$ cat src/logic/dpath_pkg.sv
/*
  Datapath package for the dual-issue core
  Word widths, reset vector, mux select codes, ALU functions and control structs
*/
package dpath_pkg;

  localparam int XLEN = 32;

  typedef logic [XLEN-1:0] word_t;

  localparam word_t RESET_VECTOR = 32'h0008_0000;
  localparam int    INST_BYTES   = 4;

  localparam int NREGS  = 32;
  localparam int REG_AW = 5;

  typedef logic [REG_AW-1:0] reg_addr_t;

  // ------------------------------------------------------------------------
  // Mux select codes
  // ------------------------------------------------------------------------

  typedef enum logic [1:0] {
    PC_PLUS8   = 2'd0,
    PC_BRANCH  = 2'd1,
    PC_JUMP    = 2'd2,
    PC_JUMPREG = 2'd3
  } pc_sel_e;

  typedef enum logic [2:0] {
    BYP_RF      = 3'd0,
    BYP_ALU_A_X = 3'd1,
    BYP_ALU_B_X = 3'd2,
    BYP_WB_A_W  = 3'd3,
    BYP_WB_B_W  = 3'd4
  } byp_sel_e;

  typedef enum logic [1:0] {
    OP0_BYP  = 2'd0,
    OP0_PC   = 2'd1,
    OP0_PC4  = 2'd2,
    OP0_ZERO = 2'd3
  } op0_sel_e;

  typedef enum logic [2:0] {
    OP1_BYP    = 3'd0,
    OP1_SHAMT  = 3'd1,
    OP1_IMM_U  = 3'd2,
    OP1_IMM_SB = 3'd3,
    OP1_IMM_I  = 3'd4,
    OP1_IMM_S  = 3'd5,
    OP1_ZERO   = 3'd6
  } op1_sel_e;

  typedef enum logic [3:0] {
    ADD  = 4'd0,
    SUB  = 4'd1,
    SLL  = 4'd2,
    SLT  = 4'd3,
    SLTU = 4'd4,
    XOR  = 4'd5,
    SRL  = 4'd6,
    SRA  = 4'd7,
    OR   = 4'd8,
    AND  = 4'd9
  } alu_fn_e;

  // ------------------------------------------------------------------------
  // Control and status bundles
  // ------------------------------------------------------------------------

  // Op fields are used in D, fn in X
  typedef struct packed {
    byp_sel_e byp0;
    byp_sel_e byp1;
    op0_sel_e op0;
    op1_sel_e op1;
    alu_fn_e  fn;
  } lane_ctrl_t;

  typedef struct packed {
    logic      wen;
    reg_addr_t waddr;
  } wb_ctrl_t;

  typedef struct packed {
    logic f;
    logic d;
    logic x;
    logic w;
  } stall_t;

  typedef struct packed {
    logic eq;
    logic ne;
    logic lt;
    logic ltu;
    logic ge;
    logic geu;
  } branch_cond_t;

endpackage

$ cat src/logic/inst_pkg.sv
/*
  Instruction word views and the immediate bundle for RV32I decode
*/
package inst_pkg;

  import dpath_pkg::*;

  typedef struct packed {
    logic [6:0] funct7;
    reg_addr_t  rs2;
    reg_addr_t  rs1;
    logic [2:0] funct3;
    reg_addr_t  rd;
    logic [6:0] opcode;
  } r_fmt_t;

  typedef struct packed {
    logic [11:0] imm;
    reg_addr_t   rs1;
    logic [2:0]  funct3;
    reg_addr_t   rd;
    logic [6:0]  opcode;
  } i_fmt_t;

  // SB immediates reuse this split
  typedef struct packed {
    logic [6:0] imm_hi;
    reg_addr_t  rs2;
    reg_addr_t  rs1;
    logic [2:0] funct3;
    logic [4:0] imm_lo;
    logic [6:0] opcode;
  } s_fmt_t;

  // UJ immediates are scrambled out of the same upper 20 bits
  typedef struct packed {
    logic [19:0] imm;
    reg_addr_t   rd;
    logic [6:0]  opcode;
  } u_fmt_t;

  typedef union packed {
    r_fmt_t r_fmt;
    i_fmt_t i_fmt;
    s_fmt_t s_fmt;
    u_fmt_t u_fmt;
  } inst_u;

  typedef struct packed {
    word_t imm_i;
    word_t imm_s;
    word_t imm_sb;
    word_t imm_u;
    word_t imm_uj;
    word_t shamt;
  } imm_set_t;

endpackage

$ cat src/logic/pc_gen.sv
/*
  PC generation: next-PC mux, fetch and decode PC registers,
  lane steering and the jump, jump-register and branch targets
*/
`timescale 1ns/1ps

module pc_gen
  import dpath_pkg::*;
  import inst_pkg::*;
(
  input  logic     clk,
  input  logic     reset,
  input  pc_sel_e  pc_sel,
  input  logic     steer,
  input  stall_t   stall,
  input  imm_set_t imm_a,
  input  word_t    jr_base,
  input  word_t    branch_targ_x,
  output word_t    imem_addr0,
  output word_t    imem_addr1,
  output word_t    pc_a,
  output word_t    pc_a4,
  output word_t    pc_b,
  output word_t    pc_b4,
  output word_t    branch_targ_d
);

  word_t pc_f;
  word_t pc_d;
  word_t pc_d4;
  word_t pc_d8;
  word_t next_pc;
  word_t jump_targ;
  word_t jr_sum;

  // ------------------------------------------------------------------------
  // P stage
  // ------------------------------------------------------------------------

  always_comb begin
    case (pc_sel)
      PC_PLUS8:   next_pc = pc_f + word_t'(2 * INST_BYTES);
      PC_BRANCH:  next_pc = branch_targ_x;
      PC_JUMP:    next_pc = jump_targ;
      default:    next_pc = {jr_sum[XLEN-1:1], 1'b0};
    endcase
  end

  // Fetch request goes out before the F register loads
  assign imem_addr0 = reset ? RESET_VECTOR : next_pc;
  assign imem_addr1 = imem_addr0 + word_t'(INST_BYTES);

  always_ff @(posedge clk) begin
    if (reset) begin
      pc_f <= RESET_VECTOR;
    end else if (!stall.f) begin
      pc_f <= next_pc;
    end
  end

  always_ff @(posedge clk) begin
    if (reset) begin
      pc_d <= RESET_VECTOR;
    end else if (!stall.d) begin
      pc_d <= pc_f;
    end
  end

  // ------------------------------------------------------------------------
  // D stage
  // ------------------------------------------------------------------------

  assign pc_d4 = pc_d + word_t'(INST_BYTES);
  assign pc_d8 = pc_d + word_t'(2 * INST_BYTES);

  // Steer swaps which lane holds the older instruction
  assign pc_a  = steer ? pc_d4 : pc_d;
  assign pc_a4 = steer ? pc_d8 : pc_d4;
  assign pc_b  = steer ? pc_d  : pc_d4;
  assign pc_b4 = steer ? pc_d4 : pc_d8;

  assign jump_targ     = pc_a + imm_a.imm_uj;
  assign jr_sum        = jr_base + imm_a.imm_i;
  assign branch_targ_d = pc_a + imm_a.imm_sb;

  a_fetch_aligned: assert property (
    @(posedge clk) disable iff (reset) pc_f[1:0] == 2'b00
  ) else $error("fetch PC is not word aligned");

endmodule

$ cat src/logic/inst_fields.sv
/*
  Per-lane instruction field decode
  Register sources plus sign-extended immediates and the shift amount
*/
`timescale 1ns/1ps

module inst_fields
  import dpath_pkg::*;
  import inst_pkg::*;
(
  input  word_t     inst,
  output reg_addr_t rs1,
  output reg_addr_t rs2,
  output imm_set_t  imm
);

  inst_u iw;

  assign iw = inst;

  assign rs1 = iw.r_fmt.rs1;
  assign rs2 = iw.r_fmt.rs2;

  assign imm.imm_i = {{(XLEN-12){iw.i_fmt.imm[11]}}, iw.i_fmt.imm};
  assign imm.imm_s = {{(XLEN-12){iw.s_fmt.imm_hi[6]}}, iw.s_fmt.imm_hi, iw.s_fmt.imm_lo};

  // Branch offset with bit 11 in imm_lo[0]
  assign imm.imm_sb = {{(XLEN-13){iw.s_fmt.imm_hi[6]}}, iw.s_fmt.imm_hi[6],
                       iw.s_fmt.imm_lo[0], iw.s_fmt.imm_hi[5:0],
                       iw.s_fmt.imm_lo[4:1], 1'b0};

  assign imm.imm_u = {iw.u_fmt.imm, 12'b0};

  // Jump offset imm[20|10:1|11|19:12] sits in bits 31:12
  assign imm.imm_uj = {{(XLEN-21){iw.u_fmt.imm[19]}}, iw.u_fmt.imm[19],
                       iw.u_fmt.imm[7:0], iw.u_fmt.imm[8],
                       iw.u_fmt.imm[18:9], 1'b0};

  assign imm.shamt = {{(XLEN-REG_AW){1'b0}}, iw.r_fmt.rs2};

endmodule

$ cat src/logic/regfile.sv
/*
  Register file, 32 x 32 with four read and two write ports
  Reads are combinational and x0 reads as zero
*/
`timescale 1ns/1ps

module regfile
  import dpath_pkg::*;
(
  input  logic                clk,
  input  reg_addr_t [3:0]     raddr,
  output word_t     [3:0]     rdata,
  input  wb_ctrl_t            wb_a,
  input  wb_ctrl_t            wb_b,
  input  word_t               wdata_a,
  input  word_t               wdata_b
);

  word_t mem [NREGS];

  // Lane B is written last so it wins on a shared address
  always_ff @(posedge clk) begin
    if (wb_a.wen) begin
      mem[wb_a.waddr] <= wdata_a;
    end
    if (wb_b.wen) begin
      mem[wb_b.waddr] <= wdata_b;
    end
  end

  always_comb begin
    for (int i = 0; i < 4; i++) begin
      if (raddr[i] == '0) begin
        rdata[i] = '0;
      end else begin
        rdata[i] = mem[raddr[i]];
      end
    end
  end

endmodule

$ cat src/logic/operand_sel.sv
/*
  Operand selection for one lane
  Bypass muxes pick the freshest value, operand muxes add PC, immediates and zero
*/
`timescale 1ns/1ps

module operand_sel
  import dpath_pkg::*;
  import inst_pkg::*;
(
  input  lane_ctrl_t ctrl,
  input  word_t      rf0,
  input  word_t      rf1,
  input  word_t      pc,
  input  word_t      pc4,
  input  imm_set_t   imm,
  input  word_t      alu_a_x,
  input  word_t      alu_b_x,
  input  word_t      wb_a_w,
  input  word_t      wb_b_w,
  output word_t      byp0,
  output word_t      op0,
  output word_t      op1
);

  word_t byp1;

  function automatic word_t byp_mux(byp_sel_e sel, word_t rf, word_t ax, word_t bx,
                                    word_t aw, word_t bw);
    word_t res;
    case (sel)
      BYP_RF:      res = rf;
      BYP_ALU_A_X: res = ax;
      BYP_ALU_B_X: res = bx;
      BYP_WB_A_W:  res = aw;
      BYP_WB_B_W:  res = bw;
      default:     res = '0;
    endcase
    return res;
  endfunction

  assign byp0 = byp_mux(ctrl.byp0, rf0, alu_a_x, alu_b_x, wb_a_w, wb_b_w);
  assign byp1 = byp_mux(ctrl.byp1, rf1, alu_a_x, alu_b_x, wb_a_w, wb_b_w);

  always_comb begin
    case (ctrl.op0)
      OP0_BYP: op0 = byp0;
      OP0_PC:  op0 = pc;
      OP0_PC4: op0 = pc4;
      default: op0 = '0;
    endcase
  end

  always_comb begin
    case (ctrl.op1)
      OP1_BYP:    op1 = byp1;
      OP1_SHAMT:  op1 = imm.shamt;
      OP1_IMM_U:  op1 = imm.imm_u;
      OP1_IMM_SB: op1 = imm.imm_sb;
      OP1_IMM_I:  op1 = imm.imm_i;
      OP1_IMM_S:  op1 = imm.imm_s;
      default:    op1 = '0;
    endcase
  end

  // Codes above BYP_WB_B_W name no source
  a_byp_legal: assert final ($isunknown({ctrl.byp0, ctrl.byp1}) ||
                             (ctrl.byp0 <= BYP_WB_B_W && ctrl.byp1 <= BYP_WB_B_W))
    else $error("illegal bypass select");

endmodule

$ cat src/logic/exec_stage.sv
/*
  Execute and writeback: D-to-X and X-to-W registers,
  the two lane ALUs and lane A's branch conditions
*/
`timescale 1ns/1ps

module exec_stage
  import dpath_pkg::*;
(
  input  logic         clk,
  input  stall_t       stall,
  input  alu_fn_e      fn_a,
  input  alu_fn_e      fn_b,
  input  word_t        op_a0,
  input  word_t        op_a1,
  input  word_t        op_b0,
  input  word_t        op_b1,
  input  word_t        branch_targ_d,
  output word_t        alu_a_x,
  output word_t        alu_b_x,
  output word_t        branch_targ_x,
  output word_t        wb_a_w,
  output word_t        wb_b_w,
  output branch_cond_t branch_cond
);

  word_t op_a0_x;
  word_t op_a1_x;
  word_t op_b0_x;
  word_t op_b1_x;
  logic  diff_signs;

  function automatic word_t alu(alu_fn_e fn, word_t in0, word_t in1);
    word_t res;
    case (fn)
      ADD:     res = in0 + in1;
      SUB:     res = in0 - in1;
      SLL:     res = in0 << in1[4:0];
      SLT:     res = {{(XLEN-1){1'b0}}, $signed(in0) < $signed(in1)};
      SLTU:    res = {{(XLEN-1){1'b0}}, in0 < in1};
      XOR:     res = in0 ^ in1;
      SRL:     res = in0 >> in1[4:0];
      SRA:     res = word_t'($signed(in0) >>> in1[4:0]);
      OR:      res = in0 | in1;
      AND:     res = in0 & in1;
      default: res = '0;
    endcase
    return res;
  endfunction

  // ------------------------------------------------------------------------
  // X <- D
  // ------------------------------------------------------------------------

  always_ff @(posedge clk) begin
    if (!stall.x) begin
      op_a0_x       <= op_a0;
      op_a1_x       <= op_a1;
      op_b0_x       <= op_b0;
      op_b1_x       <= op_b1;
      branch_targ_x <= branch_targ_d;
    end
  end

  assign alu_a_x = alu(fn_a, op_a0_x, op_a1_x);
  assign alu_b_x = alu(fn_b, op_b0_x, op_b1_x);

  // Lane A runs SUB for branches; on differing signs the operand MSBs decide
  assign diff_signs = op_a0_x[XLEN-1] ^ op_a1_x[XLEN-1];

  assign branch_cond.eq  = (alu_a_x == '0);
  assign branch_cond.ne  = (alu_a_x != '0);
  assign branch_cond.lt  = diff_signs ? op_a0_x[XLEN-1] : alu_a_x[XLEN-1];
  assign branch_cond.ltu = diff_signs ? op_a1_x[XLEN-1] : alu_a_x[XLEN-1];
  assign branch_cond.ge  = diff_signs ? op_a1_x[XLEN-1] : ~alu_a_x[XLEN-1];
  assign branch_cond.geu = diff_signs ? op_a0_x[XLEN-1] : ~alu_a_x[XLEN-1];

  // ------------------------------------------------------------------------
  // W <- X
  // ------------------------------------------------------------------------

  always_ff @(posedge clk) begin
    if (!stall.w) begin
      wb_a_w <= alu_a_x;
      wb_b_w <= alu_b_x;
    end
  end

  // A result latched into W must come from a defined ALU function
  a_fn_known: assert property (
    @(posedge clk) !stall.w |-> (fn_a <= AND) && (fn_b <= AND)
  ) else $error("unknown ALU function entering W");

endmodule

$ cat src/logic/dual_dpath.sv
/*
  Dual-issue RV32I datapath, stages P, F, D, X and W
  Control comes in as per-stage selects and stall levels
*/
`timescale 1ns/1ps

module dual_dpath
  import dpath_pkg::*;
  import inst_pkg::*;
(
  input  logic         clk,
  input  logic         reset,
  input  pc_sel_e      pc_sel,
  input  logic         steer,
  input  word_t        inst_a,
  input  word_t        inst_b,
  input  lane_ctrl_t   ctrl_a,
  input  lane_ctrl_t   ctrl_b,
  input  wb_ctrl_t     wb_a,
  input  wb_ctrl_t     wb_b,
  input  stall_t       stall,
  output word_t        imem_addr0,
  output word_t        imem_addr1,
  output branch_cond_t branch_cond,
  output word_t        csr_data
);

  reg_addr_t       rs1_a;
  reg_addr_t       rs2_a;
  reg_addr_t       rs1_b;
  reg_addr_t       rs2_b;
  imm_set_t        imm_a;
  imm_set_t        imm_b;
  word_t     [3:0] rf_rdata;
  word_t           pc_a;
  word_t           pc_a4;
  word_t           pc_b;
  word_t           pc_b4;
  word_t           branch_targ_d;
  word_t           branch_targ_x;
  word_t           byp0_a;
  word_t           op0_a;
  word_t           op1_a;
  word_t           op0_b;
  word_t           op1_b;
  word_t           alu_a_x;
  word_t           alu_b_x;
  word_t           wb_a_w;
  word_t           wb_b_w;

  assign csr_data = wb_a_w;

  pc_gen i_pc_gen (
    .clk           (clk),
    .reset         (reset),
    .pc_sel        (pc_sel),
    .steer         (steer),
    .stall         (stall),
    .imm_a         (imm_a),
    .jr_base       (byp0_a),
    .branch_targ_x (branch_targ_x),
    .imem_addr0    (imem_addr0),
    .imem_addr1    (imem_addr1),
    .pc_a          (pc_a),
    .pc_a4         (pc_a4),
    .pc_b          (pc_b),
    .pc_b4         (pc_b4),
    .branch_targ_d (branch_targ_d)
  );

  inst_fields i_fields_a (.inst(inst_a), .rs1(rs1_a), .rs2(rs2_a), .imm(imm_a));
  inst_fields i_fields_b (.inst(inst_b), .rs1(rs1_b), .rs2(rs2_b), .imm(imm_b));

  // Ports 0-1 serve lane A, 2-3 lane B
  regfile i_regfile (
    .clk     (clk),
    .raddr   ({rs2_b, rs1_b, rs2_a, rs1_a}),
    .rdata   (rf_rdata),
    .wb_a    (wb_a),
    .wb_b    (wb_b),
    .wdata_a (wb_a_w),
    .wdata_b (wb_b_w)
  );

  operand_sel i_opsel_a (
    .ctrl    (ctrl_a),
    .rf0     (rf_rdata[0]),
    .rf1     (rf_rdata[1]),
    .pc      (pc_a),
    .pc4     (pc_a4),
    .imm     (imm_a),
    .alu_a_x (alu_a_x),
    .alu_b_x (alu_b_x),
    .wb_a_w  (wb_a_w),
    .wb_b_w  (wb_b_w),
    .byp0    (byp0_a),
    .op0     (op0_a),
    .op1     (op1_a)
  );

  operand_sel i_opsel_b (
    .ctrl    (ctrl_b),
    .rf0     (rf_rdata[2]),
    .rf1     (rf_rdata[3]),
    .pc      (pc_b),
    .pc4     (pc_b4),
    .imm     (imm_b),
    .alu_a_x (alu_a_x),
    .alu_b_x (alu_b_x),
    .wb_a_w  (wb_a_w),
    .wb_b_w  (wb_b_w),
    .byp0    (),
    .op0     (op0_b),
    .op1     (op1_b)
  );

  exec_stage i_exec (
    .clk           (clk),
    .stall         (stall),
    .fn_a          (ctrl_a.fn),
    .fn_b          (ctrl_b.fn),
    .op_a0         (op0_a),
    .op_a1         (op1_a),
    .op_b0         (op0_b),
    .op_b1         (op1_b),
    .branch_targ_d (branch_targ_d),
    .alu_a_x       (alu_a_x),
    .alu_b_x       (alu_b_x),
    .branch_targ_x (branch_targ_x),
    .wb_a_w        (wb_a_w),
    .wb_b_w        (wb_b_w),
    .branch_cond   (branch_cond)
  );

endmodule

$ cat config.mk
export PLATFORM = sky130hd
export DESIGN_NAME = dual_dpath
export DESIGN_NICKNAME = d
export VERILOG_FILES = /design/src/logic/dpath_pkg.sv /design/src/logic/inst_pkg.sv /design/src/logic/pc_gen.sv /design/src/logic/inst_fields.sv /design/src/logic/regfile.sv /design/src/logic/operand_sel.sv /design/src/logic/exec_stage.sv /design/src/logic/dual_dpath.sv
export SDC_FILE = /design/constraint.sdc
export NUM_CORES = 2
export LEC_CHECK = 0
export BUFFER_PORTS_ARGS = -buffer_cell sky130_fd_sc_hd__buf_4
export CAP_MARGIN = 20
export CORE_MARGIN = 3
export CORE_UTILIZATION = 40
export CTS_CLUSTER_DIAMETER = 150
export CTS_CLUSTER_SIZE = 10
export DETAILED_ROUTE_END_ITERATION = 10
export SLEW_MARGIN = 20
export SYNTH_ARGS = -nofsm -noshare
export SYNTH_HDL_FRONTEND = slang
export SYNTH_HIERARCHICAL = 1
export SYNTH_SLANG_ARGS = --single-unit
export TNS_END_PERCENT = 5
$ cat constraint.sdc
create_clock -name clk -period 11.5 [get_ports clk]
set_clock_uncertainty 0.05 [all_clocks]
set_input_delay 2.3 -clock clk [delete_from_list [all_inputs] [get_ports clk]]
set_output_delay 2.3 -clock clk [all_outputs]
set_load 0.01 [all_outputs]
==> metrics.txt <==
Area growth syn-to-layout 7.84%; category of the worst setup path launch point input port; HP Start i_pc_gen/pc_f[0]; unrepaired setup endpoints after global routing true; DR DRC count 0; I/O Buffers a little over 200; classification of the worst-slack hold path reg2reg; Post-DP HPWL 417000 um; Max stage delay cell, worst path sky130_fd_sc_hd__or4_4; initial antenna violation count 68; number of placement rows 205; number of buffers created by CTS 158; total global routing overflow 0; worst reg2reg setup slack 3.73 ns; Floorplan Core Area 0.313 mm^2; cell family with the largest share of critical-path delay simple AND/OR/NAND/NOR gates; number of buffers on the longest clock path 4; number of vias after detailed routing 112000; later-pin clock latency in the skew report 0.89 ns; critical path fanouts, max 19; vias per inst 7.41; arrival time of the worst setup path around 9 ns; Worst Max-Slew Pin Slew 1.41 ns; most used cell, CP sky130_fd_sc_hd__buf_4; Setup crit end kind output port; Reg clk slew, reported paths 0.06 ns; synthesized area per cell 11.2 um^2; count of filler cells inserted in the layout a little under 30000; count of pins over their slew limit 0; number of endpoints with negative hold slack in the final report 0; First DRT Iteration DRCs a little under 20000; Root Driver sky130_fd_sc_hd__clkbuf_16; Antenna Violating Nets Remaining 0; number of cells in the design after placement 14900; Total Nets Final 11300; hold buffer count at CTS 0; utilization of the core after routing 0.435; TritonCTS clock tree built; combined global-route utilization of all metal layers 0.369; maximum number of pins on one net before global-route repair 90; IR drop worst, VDD between 0.1 and 0.15 mV; total setup violations reported at the end of the flow 0; Req. time, crit path 9.15 ns; slew margin rel. 0.0556; total negative slack 0 ns; initial standard-cell utilization of the core 0.403; Top-Level Pins ~220; Min Hold Slack approximately 0.45 ns; leakage power summed over all cells 48.1 nW; Clock H-tree levels 4; Slowest Stage Delay on Critical Path 0.48 ns; Total Routed Length 621000 um; final instance count without filler cells about 15000; Detailed Routing Iterations Pass 1 10; gpl congestion 1.01; Post-Syn Area 0.126 mm^2; first-pass GRT wire length approximately 850000 um; Max Clock Freq 88.1 MHz; beginning of the worst register-to-register path i_exec/op_b0_x[0]; first element of the critical path inst_a[16]; buffers and inverters on the worst path 9; yosys warns 6; post-route fraction of the period consumed by the critical path 0.987; start-to-end type of the worst setup path in2out; die height 568 um; Avg WL per Cell 41.1 um; die area 0.322 mm^2; cell count after synthesis 11300; P per Cell Area 115 mW/mm^2; max-capacitance violation count 0; vias in the first global route 106000; Die W 568 um; Final Critical Period 11.35 ns; share of cells above drive strength 1 0.334; status finished clean; sink count of the clock tree 1312
==> metrics by stage <==
stage          setup slack, ns  area [um^2]  total power [mW]
4_1_cts                 0.0165       136000              15.4
2_1_floorplan            0.987       127000              8.88
3_5_place_dp            0.0273       131000              10.9
5_1_grt                -0.0635       136000              16.0
3_3_place_gp            0.0897       131000              10.8
6_report                 0.155       136000              15.7
==> sequential cells by signal, indices dropped and copies added, names as in the netlist <==
| name | cells |
|---|---|
| i_exec/op_b1_x | 32 |
| i_pc_gen/pc_d | 32 |
| i_exec/op_a1_x | 32 |
| i_exec/wb_a_w | 32 |
| i_pc_gen/pc_f | 32 |
| i_regfile/mem | 1024 |
| i_exec/op_b0_x | 32 |
| i_exec/op_a0_x | 32 |
| i_exec/branch_targ_x | 32 |
| i_exec/wb_b_w | 32 |
==> cells in the final DEF (no fill, tap or decap), drive strengths merged, types with 81 or more instances in the layout <==
master     n
mux2i    452
o221ai    90
o21ai    510
nor3     102
clkbuf   175
edfxtp  1248
inv      242
a211oi   202
nor2b    191
nand2    446
mux2    1372
nor2     609
a21oi    414
a21o     161
conb      81
a221oi   135
a311oi   139
buf     1010
ha       294
mux4     987
xnor2    136
a22oi    477
xor2     100
o22ai    221
nand3    110
==> power by group <==
part,total (mW),internal [mW],switching [mW]
Clock,4.62,2.51,2.11
Sequential,5.69,5.50,0.189
Combinational,5.38,2.02,3.37
==> routing by layer <==
metal / track usage / routed length (um) / vias to the layer above
li1: - / - / 43700
met1: 0.448 / 216000 / 55800
met2: 0.529 / 258000 / 9844
met3: 0.145 / 91000 / 2578
met4: 0.266 / 55200 / 57
met5: 0.00625 / 723 / -
==> worst paths after layout <==
check                      endpoint  cells past startpoint
setup / recovery     imem_addr1[30]                     27
setup reg to reg  i_pc_gen/pc_f[31]                     30
hold reg to reg    i_pc_gen/pc_f[0]                      2
hold / removal     i_pc_gen/pc_f[0]                      2
==> worst register-to-register path, delay by kind of cell, from the launching register on <==
family | cells | cell delay [ns]
xor gates and xnor gates | 1 | 0.11
buffers and inverters | 5 | 0.93
muxes | 1 | 0.32
AOI/OAI and AO/OA | 19 | 4.75
DFF | 1 | 0.39
adders and majority gates | 3 | 1.00
and+or+nand+nor | 1 | 0.09
==> final cells by class <==
class / count / area (um^2) / area share
Tap cell: 4140 / 5180 / 0.0381
Clock inverter: 7 / 109 / 0.000800
Clock buffer: 174 / 4060 / 0.0298
Antenna cell: 33 / 82.6 / 0.000607
Inverter: 245 / 937 / 0.00688
Timing Repair Buffer: 1011 / 8030 / 0.0590
Multi-Input combinational cell: 8197 / 79000 / 0.580
Sequential cell: 1312 / 38800 / 0.285
==> timing repair <==
| item | CTS | global route |
|---|---|---|
| endpoints found under the setup margin | 16 | 17 |
| gates resized for setup | 14 | 48 |
| buffers inserted | 2 | 10 |
| pin swaps | 3 | 14 |
No activity file was read; power rests on OpenSTA's default activity.
